==> src/source/mach_pkg.sv <==
/* Machine control and status structs.
   Field order matches the spy bit order, so a slice casts straight in. */

package mach_pkg;

   localparam int UPC_WIDTH = 14;

   // Spy bits 5 to 2
   typedef struct packed {
      logic promdisable;
      logic trapenb;
      logic stathenb;
      logic errstop;
   } mode_t;

   // Spy bits 2 to 0
   typedef struct packed {
      logic opcinh;
      logic opcclk;
      logic lpc_hold;
   } opc_ctl_t;

   // Spy bits 4 to 0
   typedef struct packed {
      logic stat_enb;
      logic idebug;
      logic nop11;
      logic step;
      logic run;
   } clk_ctl_t;

   // Read back in spy bits 6 to 0
   typedef struct packed {
      logic machrun;
      logic srun;
      logic ssdone;
      logic errhalt;
      logic stathalt;
      logic stat_ovf;
      logic promdisabled;
   } mach_status_t;

endpackage

==> src/source/spy_pkg.sv <==
/* Spy port addresses, access structs and data field positions.
   Writes to the read-only addresses 1 and 2 are ignored. */

package spy_pkg;

   typedef logic [2:0] spy_addr_t;

   // Register map
   localparam spy_addr_t SPY_SCRATCH = 3'd0;
   localparam spy_addr_t SPY_STATUS  = 3'd1;
   localparam spy_addr_t SPY_UPC     = 3'd2;
   localparam spy_addr_t SPY_STAT    = 3'd3;
   localparam spy_addr_t SPY_MODE    = 3'd4;
   localparam spy_addr_t SPY_OPC     = 3'd5;
   localparam spy_addr_t SPY_CLK     = 3'd6;

   localparam logic [15:0] SCRATCH_RESET = 16'h1234;

   // Field positions within the 16-bit spy word
   localparam int MODE_MSB   = 5;
   localparam int MODE_LSB   = 2;
   localparam int OPC_MSB    = 2;
   localparam int CLK_MSB    = 4;
   localparam int STATUS_MSB = 6;

   typedef struct packed {
      logic        wr;
      spy_addr_t   addr;
      logic [15:0] data;
   } spy_wr_t;

   typedef struct packed {
      logic      rd;
      spy_addr_t addr;
   } spy_rd_t;

   // One-cycle load strobes
   typedef struct packed {
      logic scratch;
      logic mode;
      logic opc;
      logic clk;
      logic stat;
   } spy_ld_t;

endpackage

==> src/source/console_top.sv <==
/* Console control top level. Host spy accesses are single-cycle strobes;
   mem_wait is the only stall. */

module console_top
   import spy_pkg::*, mach_pkg::*;
(
   input  logic                 clk,
   input  logic                 reset,
   input  spy_wr_t              spy_wr,
   input  spy_rd_t              spy_rd,
   input  logic                 boot,
   input  logic                 set_promdisable,
   input  logic                 mem_wait,
   input  logic                 parity_error,
   output logic [15:0]          spy_rdata,
   output logic                 spy_rvalid,
   output opc_ctl_t             opc_ctl,
   output mode_t                mode,
   output logic                 idebug,
   output logic                 nop11,
   output mach_status_t         status,
   output logic [UPC_WIDTH-1:0] upc
);

   spy_ld_t     ld;
   logic [15:0] scratch;
   logic [15:0] stat_count;
   logic        state_fetch;
   logic        waiting;
   logic        errhalt;
   logic        statstop;
   logic        stat_ovf;
   logic        stat_enb;
   logic        machrun;

   spy_port spy_port_i (
      .clk(clk), .reset(reset), .spy_wr(spy_wr), .spy_rd(spy_rd),
      .scratch(scratch), .status(status), .upc(upc), .stat_count(stat_count),
      .ld(ld), .spy_rdata(spy_rdata), .spy_rvalid(spy_rvalid)
   );

   overlord overlord_i (
      .clk(clk), .reset(reset), .ld(ld), .spy_data(spy_wr.data),
      .boot(boot), .set_promdisable(set_promdisable), .state_fetch(state_fetch),
      .waiting(waiting), .errhalt(errhalt), .statstop(statstop), .stat_ovf(stat_ovf),
      .scratch(scratch), .mode(mode), .opc_ctl(opc_ctl), .idebug(idebug),
      .nop11(nop11), .stat_enb(stat_enb), .machrun(machrun), .status(status)
   );

   stat_counter stat_counter_i (
      .clk(clk), .reset(reset), .ld_stat(ld.stat), .spy_data(spy_wr.data),
      .state_fetch(state_fetch), .stat_enb(stat_enb), .stat_count(stat_count),
      .statstop(statstop), .stat_ovf(stat_ovf)
   );

   cycle_sequencer cycle_sequencer_i (
      .clk(clk), .reset(reset), .machrun(machrun), .mem_wait(mem_wait),
      .parity_error(parity_error), .errstop(mode.errstop), .boot(boot),
      .lpc_hold(opc_ctl.lpc_hold), .state_fetch(state_fetch), .waiting(waiting),
      .errhalt(errhalt), .upc(upc)
   );

endmodule

==> src/source/cycle_sequencer.sv <==
/* Stand-in for the processor: one fetch every second clock while running.
   mem_wait holds the phase; a stopped machine restarts in the execute phase. */

module cycle_sequencer
   import mach_pkg::*;
(
   input  logic                 clk,
   input  logic                 reset,
   input  logic                 machrun,
   input  logic                 mem_wait,
   input  logic                 parity_error,
   input  logic                 errstop,
   input  logic                 boot,
   input  logic                 lpc_hold,
   output logic                 state_fetch,
   output logic                 waiting,
   output logic                 errhalt,
   output logic [UPC_WIDTH-1:0] upc
);

   // 0 is execute, 1 is fetch
   logic phase;

   assign waiting     = mem_wait;
   assign state_fetch = phase & machrun & ~mem_wait;

   always_ff @(posedge clk) begin
      if (reset) begin
         phase <= 1'b0;
      end else if (mem_wait) begin
         phase <= phase;
      end else if (!machrun) begin
         phase <= 1'b0;
      end else begin
         phase <= ~phase;
      end
   end

   always_ff @(posedge clk) begin
      if (reset) begin
         upc <= '0;
      end else if (state_fetch && !lpc_hold) begin
         upc <= upc + 1'b1;
      end
   end

   // Error halt latch
   always_ff @(posedge clk) begin
      if (reset || boot) begin
         errhalt <= 1'b0;
      end else if (parity_error && errstop) begin
         errhalt <= 1'b1;
      end
   end

endmodule

==> src/source/overlord.sv <==
/* Console control registers and machine-run level.
   Mode load wins over set_promdisable; boot wins over a clock-control write of run. */

module overlord
   import spy_pkg::*, mach_pkg::*;
(
   input  logic         clk,
   input  logic         reset,
   input  spy_ld_t      ld,
   input  logic [15:0]  spy_data,
   input  logic         boot,
   input  logic         set_promdisable,
   input  logic         state_fetch,
   input  logic         waiting,
   input  logic         errhalt,
   input  logic         statstop,
   input  logic         stat_ovf,
   output logic [15:0]  scratch,
   output mode_t        mode,
   output opc_ctl_t     opc_ctl,
   output logic         idebug,
   output logic         nop11,
   output logic         stat_enb,
   output logic         machrun,
   output mach_status_t status
);

   clk_ctl_t clk_ctl;
   logic     srun;
   logic     sstep;
   logic     ssdone;
   logic     promdisabled;
   logic     stathalt;

   always_ff @(posedge clk) begin
      if (reset) begin
         mode <= '0;
      end else if (ld.mode) begin
         mode <= mode_t'(spy_data[MODE_MSB:MODE_LSB]);
      end else if (set_promdisable) begin
         mode.promdisable <= 1'b1;
      end
   end

   always_ff @(posedge clk) begin
      if (reset) begin
         scratch <= SCRATCH_RESET;
      end else if (ld.scratch) begin
         scratch <= spy_data;
      end
   end

   always_ff @(posedge clk) begin
      if (reset) begin
         opc_ctl <= '0;
      end else if (ld.opc) begin
         opc_ctl <= opc_ctl_t'(spy_data[OPC_MSB:0]);
      end
   end

   always_ff @(posedge clk) begin
      if (reset) begin
         clk_ctl <= '0;
      end else begin
         if (ld.clk) begin
            clk_ctl <= clk_ctl_t'(spy_data[CLK_MSB:0]);
         end
         if (boot) begin
            clk_ctl.run <= 1'b1;
         end
      end
   end

   // Run sync, single step and promdisabled delay
   always_ff @(posedge clk) begin
      if (reset) begin
         srun         <= 1'b0;
         sstep        <= 1'b0;
         ssdone       <= 1'b0;
         promdisabled <= 1'b0;
      end else begin
         srun         <= clk_ctl.run;
         sstep        <= clk_ctl.step;
         promdisabled <= mode.promdisable;
         // A fetch marks the step done, a fresh step rearms it
         if (state_fetch) begin
            ssdone <= sstep;
         end else if (clk_ctl.step && !sstep) begin
            ssdone <= 1'b0;
         end
      end
   end

   assign stathalt = statstop & mode.stathenb;
   assign machrun  = (sstep & ~ssdone) | (srun & ~errhalt & ~waiting & ~stathalt);

   assign idebug   = clk_ctl.idebug;
   assign nop11    = clk_ctl.nop11;
   assign stat_enb = clk_ctl.stat_enb;

   always_comb begin
      status.machrun      = machrun;
      status.srun         = srun;
      status.ssdone       = ssdone;
      status.errhalt      = errhalt;
      status.stathalt     = stathalt;
      status.stat_ovf     = stat_ovf;
      status.promdisabled = promdisabled;
   end

endmodule

==> src/source/spy_port.sv <==
/* Write decode is combinational, so loads land on the strobe edge.
   Read data is valid for one cycle after the read strobe; unmapped reads give zero. */

module spy_port
   import spy_pkg::*, mach_pkg::*;
(
   input  logic                 clk,
   input  logic                 reset,
   input  spy_wr_t              spy_wr,
   input  spy_rd_t              spy_rd,
   input  logic [15:0]          scratch,
   input  mach_status_t         status,
   input  logic [UPC_WIDTH-1:0] upc,
   input  logic [15:0]          stat_count,
   output spy_ld_t              ld,
   output logic [15:0]          spy_rdata,
   output logic                 spy_rvalid
);

   logic [15:0] rd_word;

   // One load pulse per write strobe
   always_comb begin
      ld.scratch = spy_wr.wr && (spy_wr.addr == SPY_SCRATCH);
      ld.stat    = spy_wr.wr && (spy_wr.addr == SPY_STAT);
      ld.mode    = spy_wr.wr && (spy_wr.addr == SPY_MODE);
      ld.opc     = spy_wr.wr && (spy_wr.addr == SPY_OPC);
      ld.clk     = spy_wr.wr && (spy_wr.addr == SPY_CLK);
   end

   // Read-back mux
   always_comb begin
      rd_word = '0;
      case (spy_rd.addr)
         SPY_SCRATCH: rd_word = scratch;
         SPY_STATUS:  rd_word[STATUS_MSB:0] = status;
         SPY_UPC:     rd_word[UPC_WIDTH-1:0] = upc;
         SPY_STAT:    rd_word = stat_count;
         default:     rd_word = '0;
      endcase
   end

   always_ff @(posedge clk) begin
      if (reset) begin
         spy_rvalid <= 1'b0;
      end else begin
         spy_rvalid <= spy_rd.rd;
      end
   end

   // Data word only changes on a read
   always_ff @(posedge clk) begin
      if (spy_rd.rd) begin
         spy_rdata <= rd_word;
      end
   end

endmodule

==> src/source/stat_counter.sv <==
/* Counts enabled fetches. Overflow stays set until the next load;
   the stop request also drops when statistics are disabled. */

module stat_counter (
   input  logic        clk,
   input  logic        reset,
   input  logic        ld_stat,
   input  logic [15:0] spy_data,
   input  logic        state_fetch,
   input  logic        stat_enb,
   output logic [15:0] stat_count,
   output logic        statstop,
   output logic        stat_ovf
);

   logic        count_en;
   logic [16:0] count_next;

   assign count_en   = state_fetch & stat_enb;
   assign count_next = {1'b0, stat_count} + 17'd1;

   always_ff @(posedge clk) begin
      if (reset) begin
         stat_count <= '0;
         stat_ovf   <= 1'b0;
         statstop   <= 1'b0;
      end else if (ld_stat) begin
         stat_count <= spy_data;
         stat_ovf   <= 1'b0;
         statstop   <= 1'b0;
      end else begin
         if (count_en) begin
            stat_count <= count_next[15:0];
         end
         // Carry out marks the FFFF to 0 wrap
         if (count_en && count_next[16]) begin
            stat_ovf <= 1'b1;
            statstop <= 1'b1;
         end else if (!stat_enb) begin
            statstop <= 1'b0;
         end
      end
   end

endmodule

==> config.mk <==
export PLATFORM = sky130hd
export DESIGN_NAME = console_top
export DESIGN_NICKNAME = d
export VERILOG_FILES = /design/src/source/mach_pkg.sv /design/src/source/spy_pkg.sv /design/src/source/console_top.sv /design/src/source/cycle_sequencer.sv /design/src/source/overlord.sv /design/src/source/spy_port.sv /design/src/source/stat_counter.sv
export SDC_FILE = /design/constraint.sdc
export NUM_CORES = 1
export LEC_CHECK = 0
export BUFFER_PORTS_ARGS = -buffer_cell sky130_fd_sc_hd__buf_4
export CAP_MARGIN = 10
export CORE_ASPECT_RATIO = 0.9
export CORE_MARGIN = 2
export CORE_UTILIZATION = 54
export CTS_CLUSTER_DIAMETER = 50
export DETAILED_ROUTE_END_ITERATION = 6
export PLACE_DENSITY = 0.81
export SETUP_SLACK_MARGIN = 0.05
export SYNTH_ARGS = -nofsm -noshare
export SYNTH_HDL_FRONTEND = slang
export SYNTH_SLANG_ARGS = --single-unit
==> constraint.sdc <==
create_clock -name clk -period 2.9 [get_ports clk]
set_input_delay 0.435 -clock clk [delete_from_list [all_inputs] [get_ports clk]]
set_output_delay 0.435 -clock clk [all_outputs]
set_load 0.01 [all_outputs]
==> results of run 1 <==
## worst max-delay path by stage
| stage | startpoint | depth (start not counted) | to |
|---|---|---|---|
| global route | cycle_sequencer_i.errhalt | 3 | status[6] |
| CTS | cycle_sequencer_i.errhalt | 3 | status[6] |
| finish | cycle_sequencer_i.errhalt | 3 | status[6] |
| global placement | mem_wait | 6 | cycle_sequencer_i.upc[13] |
| detailed placement | mem_wait | 6 | cycle_sequencer_i.upc[9] |
| floorplan | spy_rd[0] | 5 | spy_port_i.spy_rdata[10] |
## kinds of logic after synthesis
logic type / after synthesis / synth area share (%)
muxes: 26 / 9.106
buffers and inverters: 33 / 5.399
adders and majority gates: 2 / 0.6389
AOI/OAI and AO/OA: 52 / 8.658
and+or+nand+nor: 179 / 23.87
xor gates and xnor gates: 26 / 5.815
DFF: 83 / 46.52
## stage by stage
| stage | hold slack [ns] | util [%] | instances |
|---|---|---|---|
| 2_1_floorplan | 0.4209 | - | 401 |
| 3_3_place_gp | 0.4395 | 62.87 | 543 |
| 3_5_place_dp | 0.4466 | 62.87 | 543 |
| 4_1_cts | 0.2446 | 66.37 | 559 |
| 5_1_grt | 0.2524 | 66.37 | 559 |
| 6_report | 0.2515 | 66.37 | 559 |
## metal layers
layer / wire length, um / GRT usage, % / up-vias
met4: 159 / 7.642 / 0
met2: 4174 / 36.49 / 130
met3: 671 / 4.847 / 19
met1: 4137 / 34.59 / 1502
met5: 0 / 0 / -
li1: - / - / 1545
## state kept, by name, summed over array words and instances, names as in the netlist, 2 cells and up
signal	flops
cycle_sequencer_i.upc	14
overlord_i.clk_ctl	2
stat_counter_i.stat_count	16
spy_port_i.spy_rdata	16
overlord_i.mode	4
overlord_i.opc_ctl	3
overlord_i.scratch	16
## placed cells by master (no fill, tap or decap), types with 3 or more instances in the layout
master and instances:
a211oi_1 14, a21oi_1 20, a22oi_1 7, buf_4 79, bufinv_16 3, clkbuf_8 9, dfxtp_1 67, edfxtp_1 16
inv_1 3, mux2_2 7, mux2i_1 12, mux4_2 7, nand2_1 45, nand3_1 9, nand3b_1 5, nand4_1 8
nand4b_1 4, nor2_1 55, nor2b_1 12, nor3_1 10, nor3b_1 4, nor4_1 4, nor4b_1 4, o21ai_0 4
xnor2_1 19, xor2_1 7
## power breakdown
| part | internal [mW] | switching [mW] | leakage [nW] | total [mW] |
|---|---|---|---|---|
| Clock | 0.579 | 0.430 | 0.123 | 1.01 |
| Sequential | 1.21 | 0.0223 | 0.708 | 1.23 |
| Combinational | 0.0896 | 0.105 | 1.00 | 0.194 |
## cell type report
type	count	area (um^2)
clock inverters	7	122.6
clock buffers	9	123.9
flip-flops and latches	83	1822
repair buffers	79	593.1
inverters	3	11.26
fillers	596	2367
multi-input cells	285	1883
well taps	93	116.4
## critical path, stage by stage (launching register included)
cell,delay (ns)
dfxtp_1,0.33
nand2b_1,0.20
o31ai_1,0.47
buf_4,0.22
==> impl_metrics.py, run 1 <==
metrics = {
    "synthesis": {
        "netlist_instances": 401,
        "synth-edff-count": 16,
        "ys_top_cells_by_count": "dfxtp_1 (67), nor2_1 (55), nand2_1 (45)",
        "synth_area_leaders": "dfxtp_1 (34%), edfxtp_1 (12%), nor2_1 (5.3%), nand2_1 (4.3%), xnor2_1 (4.2%)",
        "synth_top_flop_cell": "dfxtp_1",
        "synth_most_common_cell": "dfxtp_1",
        "avgSynthCellArea_um2": 9.766,
        "synth_top_area_share_pct": 34.25,
        "synth_cell_types": 49,
        "synth_area_leader_cell": "dfxtp_1",
        "netlist_area_um2": 3916,
        "synth_nets": 433,
        "synthArstFlopShare_pct": 0,
        "seq_area_frac_synth_pct": 46.52,
        "yosys_warnings": 0,
        "ys_ff_latch": 83,
    },
    "timing": {
        "fin_tns_setup_ns": 0,
        "tightest_slew_ns": 0.7758,
        "timing.final.crit_share_pct": 69.09,
        "final.min_clock_period_ns": 2.004,
        "hold_viol": 0,
        "timing.fmax_mhz": 499.1,
        "skew_ns": 0.01626,
        "maxSlewHeadroom_pct": 47.88,
        "slew_viol_final": 0,
        "post-route-worst-setup-slack_ns": 0.8963,
        "rsz0062_at_grt": "no",
        "setup_violations": 0,
    },
    "grt": {
        "grt_pass1_vias": 2865,
        "grt_pass1_wl_um": 14840,
        "grt_usage_pct": 24.01,
        "overflow": 0,
        "grt_start_max_net_pins": 67,
        "antenna_found_initial": 0,
    },
    "floorplanning": {
        "die_y_um": 84.79,
        "fp.dieArea_um2": 7950,
        "die_w_um": 93.77,
        "row_count": 29,
        "design.core.area_um2": 7039,
        "ios": 77,
        "start_util_pct": 55.63,
    },
    "finish": {
        "layout.nets": 493,
        "syn2layout_area_growth_pct": 19.30,
        "final_cell_area_um2": 4672,
        "drive_above_1_share_pct": 25.11,
        "diodes": 0,
    },
    "placement": {
        "dpl-instance-area_um2": 4425,
        "place_ws_ns": 1.016,
        "io_buffers": 76,
        "dp_hpwl_um": 6575,
        "gp_congestion": 0.9715,
    },
    "setup_path": {
        "worstSetupPathType": "flop to output pin",
        "cp_max_fo": 4,
        "crit_required_ns": 2.47,
        "critPathCaptureType": "output pin",
        "r2r_cells": 6,
        "regToRegSetupSlack_ns": 1.06,
        "r2r_end": "stat_counter_i.statstop",
        "startpoint_type": "flop",
        "arrival_ns": 1.57,
        "reg2reg_from": "cycle_sequencer_i.errhalt",
    },
    "power": {
        "irDropWorstVdd_uv": 317.1,
        "total_leakage_power_nw": 1.835,
        "power_density_nw_per_um2": 520.5,
        "total_power_mw": 2.432,
    },
    "clock_tree": {
        "cts_tree": "done",
        "cts_num_sinks": 83,
        "numCtsBuffers": 9,
        "clockBufferDepth": 2,
        "cts_setup_buffers": 0,
        "path_clk_slew_ns": 0.08,
        "hold_buffers": 0,
        "post_cts_resize_count": 0,
        "htree_num_levels": 3,
        "clock-root-buffer": "clkbuf_8",
        "clock_latency_ns": 0.36,
    },
    "detailed_routing": {
        "drc": 0,
        "routed_via_density": 5.717,
        "via_count": 3196,
        "wl_um": 9142,
        "antenna_left": 0,
        "dr.first_iter.drc_count": 233,
        "wl_per_cell_um": 16.35,
        "drt-pass1-iter-count": 5,
    },
    "run": {
        "cap_violations": 0,
    },
    "min_path": {
        "hold_path.class": "input port to flop",
        "hold_path_depth": 2,
        "holdPathEnd": "cycle_sequencer_i.errhalt",
        "hold_path.startpoint": "boot",
    },
    "status": {
        "status": "completed",
    },
}
Power figures use the tool's default switching activity.
==> run 2, diff against run 1 <==
==> constraint.sdc (replaced) <==
create_clock -name clk -period 1.9 [get_ports clk]
set_input_delay 0.285 -clock clk [delete_from_list [all_inputs] [get_ports clk]]
set_output_delay 0.285 -clock clk [all_outputs]
set_load 0.01 [all_outputs]
==> run 2 against run 1 <==
Design area grew 1.6%. Combinational power up 60%. Core utilization increased by 1.1 points. Total power up 49%. Die area is the same. Via count up 1.9%. Final cell count is 1.8% higher. Routed wire length rose by 4.2%. First-iteration DRC count increased by 1.7%. Sequential share of layout area is 0.54 points lower. Register-to-register slack worse by 0.98 ns. Hold slack worse by 0.14 ns. Critical endpoint is now cycle_sequencer_i.upc[13]. Largest power group unchanged. Highest routed layer unchanged.
==> impl_metrics.py, run 2 (same netlist as run 1, synthesis figures left out) <==
metrics = {
    "status": {
        "status": "completed",
    },
    "timing": {
        "hold_viol": 0,
        "slew_viol_final": 0,
        "setup_violations": 0,
        "final.min_clock_period_ns": 1.822,
        "timing.fmax_mhz": 548.9,
        "skew_ns": 0.01031,
        "fin_tns_setup_ns": 0,
        "tightest_slew_ns": 0.5679,
        "timing.final.crit_share_pct": 95.89,
        "maxSlewHeadroom_pct": 62.00,
        "rsz0062_at_grt": "yes",
    },
    "setup_path": {
        "startpoint_type": "flop",
        "crit_required_ns": 2.14,
        "cp_max_fo": 7,
        "crit_chain": "and2b_1, nand4_1, nor4b_1, xnor2_1, nor2_1",
        "worstSetupPathType": "flop to flop",
        "arrival_ns": 2.07,
        "slowest_stage": "nor4b_1",
        "slowest_delay_ns": 0.49,
        "critPathCaptureType": "flop",
    },
    "detailed_routing": {
        "antenna_left": 0,
        "drt-pass1-iter-count": 5,
        "wl_um": 9525,
        "routed_via_density": 5.726,
        "wl_per_cell_um": 16.74,
        "via_count": 3258,
        "drc": 0,
        "dr.first_iter.drc_count": 237,
    },
    "power": {
        "total_power_mw": 3.612,
        "p_sw_mw": 0.8771,
        "total_leakage_power_nw": 1.876,
        "power_density_nw_per_um2": 761.0,
        "p_int_mw": 2.735,
        "clock_power_share_pct": 39.5,
        "power_frac_seq_pct": 51.9,
        "combPwrFrac_pct": 8.6,
        "p_sw_share_pct": 24.28,
        "irDropWorstVdd_uv": 424.7,
    },
    "finish": {
        "diodes": 0,
        "drive_above_1_share_pct": 27.73,
        "fillerInstances": 571,
        "syn2layout_area_growth_pct": 21.21,
        "layout.nets": 503,
        "final_cells": 569,
        "reg_top3": "overlord_i.scratch (16), spy_port_i.spy_rdata (16), stat_counter_i.stat_count (16)",
        "layout_commonest_cell": "buf_4",
        "layout_common_cells": "buf_4 (88), dfxtp_1 (64), nor2_1 (55), nand2_1 (45), a21oi_1 (20)",
    },
    "clock_tree": {
        "cts_setup_buffers": 0,
        "htree_num_levels": 3,
        "clockBufferDepth": 2,
        "cts_num_sinks": 83,
        "clock_latency_ns": 0.36,
        "hold_buffers": 0,
        "post_cts_resize_count": 0,
        "path_clk_slew_ns": 0.09,
        "clock-root-buffer": "clkbuf_8",
        "cts_tree": "done",
        "numCtsBuffers": 9,
    },
    "placement": {
        "io_buffers": 76,
        "gp_congestion": 0.9202,
        "dp_cells": 553,
        "dp_hpwl_um": 6823,
    },
    "run": {
        "cap_violations": 0,
    },
    "min_path": {
        "hold_path.class": "input port to flop",
    },
    "floorplanning": {
        "die_y_um": 84.79,
        "start_util_pct": 55.63,
        "die_w_um": 93.77,
        "design.core.area_um2": 7039,
        "fp.dieArea_um2": 7950,
        "row_count": 29,
        "ios": 77,
    },
    "grt": {
        "antenna_found_initial": 0,
        "grt_usage_pct": 24.21,
        "grt_pass1_wl_um": 14990,
        "grt_pass1_vias": 2955,
        "grt_start_max_net_pins": 38,
        "overflow": 0,
    },
}
==> run 2: cell types whose count changed in the layout (fill, tap and decap cells not counted), moves of 2 or more <==
cell,previous run,this run
clkinvlp_4,0,2
dfxtp_1,67,64
dfxtp_2,0,3
buf_4,79,88
==> run 2: worst paths after layout <==
check / cells after the start / to / slack (ns) / from
hold / removal: 2 / cycle_sequencer_i.errhalt / 0.11 / boot
setup / recovery: 5 / cycle_sequencer_i.upc[13] / 0.08 / cycle_sequencer_i.phase
hold reg to reg: 2 / overlord_i.scratch[0] / 0.46 / overlord_i.scratch[0]
setup reg to reg: 5 / cycle_sequencer_i.upc[13] / 0.08 / cycle_sequencer_i.phase
==> run 2: power by group through the flow <==
stage	sequential [mW]	combinational, mW	clock, mW
floorplan	1.92	0.161	0
global placement	1.91	0.300	0
detailed placement	1.91	0.306	0
CTS	1.87	0.308	1.43
global route	1.88	0.336	1.51
finish	1.88	0.310	1.43
==> run 2: per-stage QoR <==
step / utilization (%) / setup slack, ns / instance area (um^2) / hold WS, ns
after floorplan: - / 0.1612 / 3916 / 0.3643
after global placement: 64.11 / 0.1895 / 4513 / 0.4387
after detailed placement: 64.11 / 0.06956 / 4513 / 0.4474
after CTS: 67.31 / 0.09277 / 4738 / 0.1147
after global routing: 67.44 / 0.01830 / 4747 / 0.1041
final: 67.44 / 0.07804 / 4747 / 0.1141
==> run 2: layout make-up <==
cell class / count / area, um^2 / area share (%)
inverters: 3 / 11.26 / 0.2372
repair buffers: 89 / 680.7 / 14.34
clock buffers: 9 / 123.9 / 2.609
flip-flops and latches: 83 / 1826 / 38.46
multi-input cells: 285 / 1888 / 39.77
well taps: 93 / 116.4 / 2.451
clock inverters: 7 / 101.3 / 2.135
==> run 2: critical path: cells and delay by family, from the launching register on <==
kind / cells / cell delay (ns)
XOR/XNOR: 1 / 0.17
flip-flops: 1 / 0.44
AND/OR/NAND/NOR: 4 / 1.09
==> run 2: routing by layer <==
metal | GRT usage (%) | up-vias | part of all wire, %
met2 | 37.34 | 161 | 47
met1 | 34.60 | 1521 | 44
met5 | 0 | - | 0
met3 | 5.117 | 24 | 6.7
met4 | 6.851 | 0 | 1.5
li1 | - | 1552 | -
==> run 3, diff against run 2 <==
--- a/config.mk
+++ b/config.mk
@@ -9,10 +9,10 @@
 export CAP_MARGIN = 10
 export CORE_ASPECT_RATIO = 0.9
 export CORE_MARGIN = 2
-export CORE_UTILIZATION = 54
+export CORE_UTILIZATION = 35
 export CTS_CLUSTER_DIAMETER = 50
 export DETAILED_ROUTE_END_ITERATION = 6
-export PLACE_DENSITY = 0.81
+export PLACE_DENSITY = 0.58
 export SETUP_SLACK_MARGIN = 0.05
 export SYNTH_ARGS = -nofsm -noshare
 export SYNTH_HDL_FRONTEND = slang
==> run 3 against run 2 <==
Global-route usage fell by 7.1 points. Final cell count rose by 11%. Hold slack improved by 0.023 ns. Sequential power barely moved. Maximum frequency rose by 1.1%. Largest power group unchanged. Highest routed layer unchanged.
==> impl_metrics.py, run 3 (same netlist as run 1, synthesis figures left out) <==
metrics = {
    "status": {
        "status": "completed",
    },
    "setup_path": {
        "r2r_cells": 5,
        "startpoint_type": "flop",
        "arrival_ns": 1.52,
        "cp_max_fo": 3,
        "slowest_stage": "o31ai_1",
        "reg2reg_from": "stat_counter_i.stat_count[14]",
        "critPathCaptureType": "output pin",
        "worstSetupPathType": "flop to output pin",
        "crit_top_cell": "buf_4",
        "crit_required_ns": 1.62,
        "slowest_delay_ns": 0.37,
        "regToRegSetupSlack_ns": 0.11,
        "r2r_end": "stat_counter_i.stat_count[15]",
        "crit_chain": "nand2b_1, o31ai_1, buf_4, buf_4",
    },
    "placement": {
        "gp_congestion": 0.8451,
        "io_buffers": 76,
        "dp_hpwl_um": 7322,
    },
    "detailed_routing": {
        "wl_per_cell_um": 15.80,
        "drc": 0,
        "drt-pass1-iter-count": 5,
        "routed_via_density": 5.013,
        "antenna_left": 0,
        "via_count": 3158,
        "dr.first_iter.drc_count": 227,
        "wl_um": 9952,
    },
    "finish": {
        "drive_above_1_share_pct": 28.03,
        "syn2layout_area_growth_pct": 25.40,
        "reg_top3": "overlord_i.scratch (16), spy_port_i.spy_rdata (16), stat_counter_i.stat_count (16)",
        "diodes": 0,
        "layout.nets": 505,
        "layout_commonest_cell": "buf_4",
        "layout_common_cells": "buf_4 (90), dfxtp_1 (67), nor2_1 (55), nand2_1 (45), a21oi_1 (20)",
    },
    "clock_tree": {
        "cts_num_sinks": 83,
        "hold_buffers": 0,
        "numCtsBuffers": 9,
        "clock_latency_ns": 0.34,
        "clock-root-buffer": "clkbuf_16",
        "htree_num_levels": 3,
        "path_clk_slew_ns": 0.06,
        "cts_tree": "done",
        "clockBufferDepth": 2,
    },
    "grt": {
        "grt_start_max_net_pins": 37,
        "use_met1_pct": 24.77,
        "antenna_found_initial": 0,
        "grt_pass1_vias": 3089,
        "overflow": 0,
        "grt_use_met2_pct": 26.32,
        "grt_pass1_wl_um": 16220,
        "grt_most_used_layer": "met2",
        "met3_usage_pct": 2.622,
        "grt_usage_pct": 17.13,
    },
    "timing": {
        "hold_viol": 0,
        "skew_ns": 0.007596,
        "maxSlewHeadroom_pct": 61.92,
        "tightest_slew_ns": 0.5691,
        "timing.final.crit_share_pct": 94.86,
        "setup_violations": 0,
        "final.min_clock_period_ns": 1.802,
        "rsz0062_at_grt": "yes",
        "slew_viol_final": 0,
        "timing.fmax_mhz": 554.8,
        "fin_tns_setup_ns": 0,
    },
    "power": {
        "total_leakage_power_nw": 1.911,
        "power_density_nw_per_um2": 784.2,
        "irDropWorstVdd_uv": 379.7,
        "total_power_mw": 3.851,
    },
    "min_path": {
        "holdPathEnd": "cycle_sequencer_i.errhalt",
        "hold_path.startpoint": "boot",
        "hold_path_depth": 2,
        "hold_path.class": "input port to flop",
    },
    "floorplanning": {
        "row_count": 36,
        "die_y_um": 104.4,
        "design.core.area_um2": 10860,
        "ios": 77,
        "start_util_pct": 36.08,
        "die_w_um": 115.5,
        "fp.dieArea_um2": 12050,
    },
    "run": {
        "cap_violations": 0,
    },
}
## run 3: cell types whose count changed in the layout (fill, tap and decap cells not counted), sizes merged
cell	change
bufinv	-2
buf	+2
inv	+2
## run 3: how the worst max path moves through the flow
stage | slack, ns | end | depth (start not counted) | start
detailed placement | 0.12 | cycle_sequencer_i.upc[13] | 6 | mem_wait
CTS | 0.14 | stat_counter_i.statstop | 7 | stat_counter_i.stat_count[1]
global route | 0.03 | stat_counter_i.stat_count[15] | 5 | stat_counter_i.stat_count[14]
floorplan | 0.16 | spy_port_i.spy_rdata[10] | 5 | spy_rd[0]
global placement | 0.14 | stat_counter_i.statstop | 7 | stat_counter_i.stat_count[0]
finish | 0.1 | status[6] | 4 | cycle_sequencer_i.errhalt
## run 3: where the power goes
| group | switching (mW) | internal, mW |
|---|---|---|
| combinational | 0.167 | 0.145 |
| clock | 0.761 | 0.904 |
| sequential | 0.0324 | 1.84 |
| total | 0.960 | 2.89 |
## run 3: cell type report
cell class                 instances  area, um^2
fill                            1037        5944
clock inverter                     7       58.81
sequential                        83        1822
clock buffer                       9       225.2
timing repair buffer              91       695.7
multi-input combinational        285        1908
inverter                           3       11.26
tap                              152       190.2
## run 3: critical path, delay by kind of cell, from the launching register on
family	cells	cell delay [ns]
AO/OA/AOI/OAI	1	0.37
buffers and inverters	2	0.30
flip-flops	1	0.32
AND/OR/NAND/NOR	1	0.20
## run 3: routing by layer
layer / routed length (um) / share of wire, %
met2: 4581 / 46
met4: 105 / 1.1
met3: 436 / 4.4
met1: 4828 / 49
met5: 0 / 0
## run 3: what timing repair did
item,4_1_cts,5_1_grt
endpoints found under the setup margin,0,5
setup buffers,0,1
resized for setup,0,4
## run 3: metrics by stage
step	std cells	setup slack (ns)	utilization, %	instance area [um^2]	hold slack [ns]
after CTS	629	0.1372	44.94	4878	0.1291
after floorplan	401	0.1612	-	3916	0.3643
final	630	0.09758	45.24	4911	0.1369
after global placement	613	0.1446	42.32	4594	0.4400
after global routing	630	0.02898	45.24	4911	0.1423
after detailed placement	613	0.1248	42.32	4594	0.4459
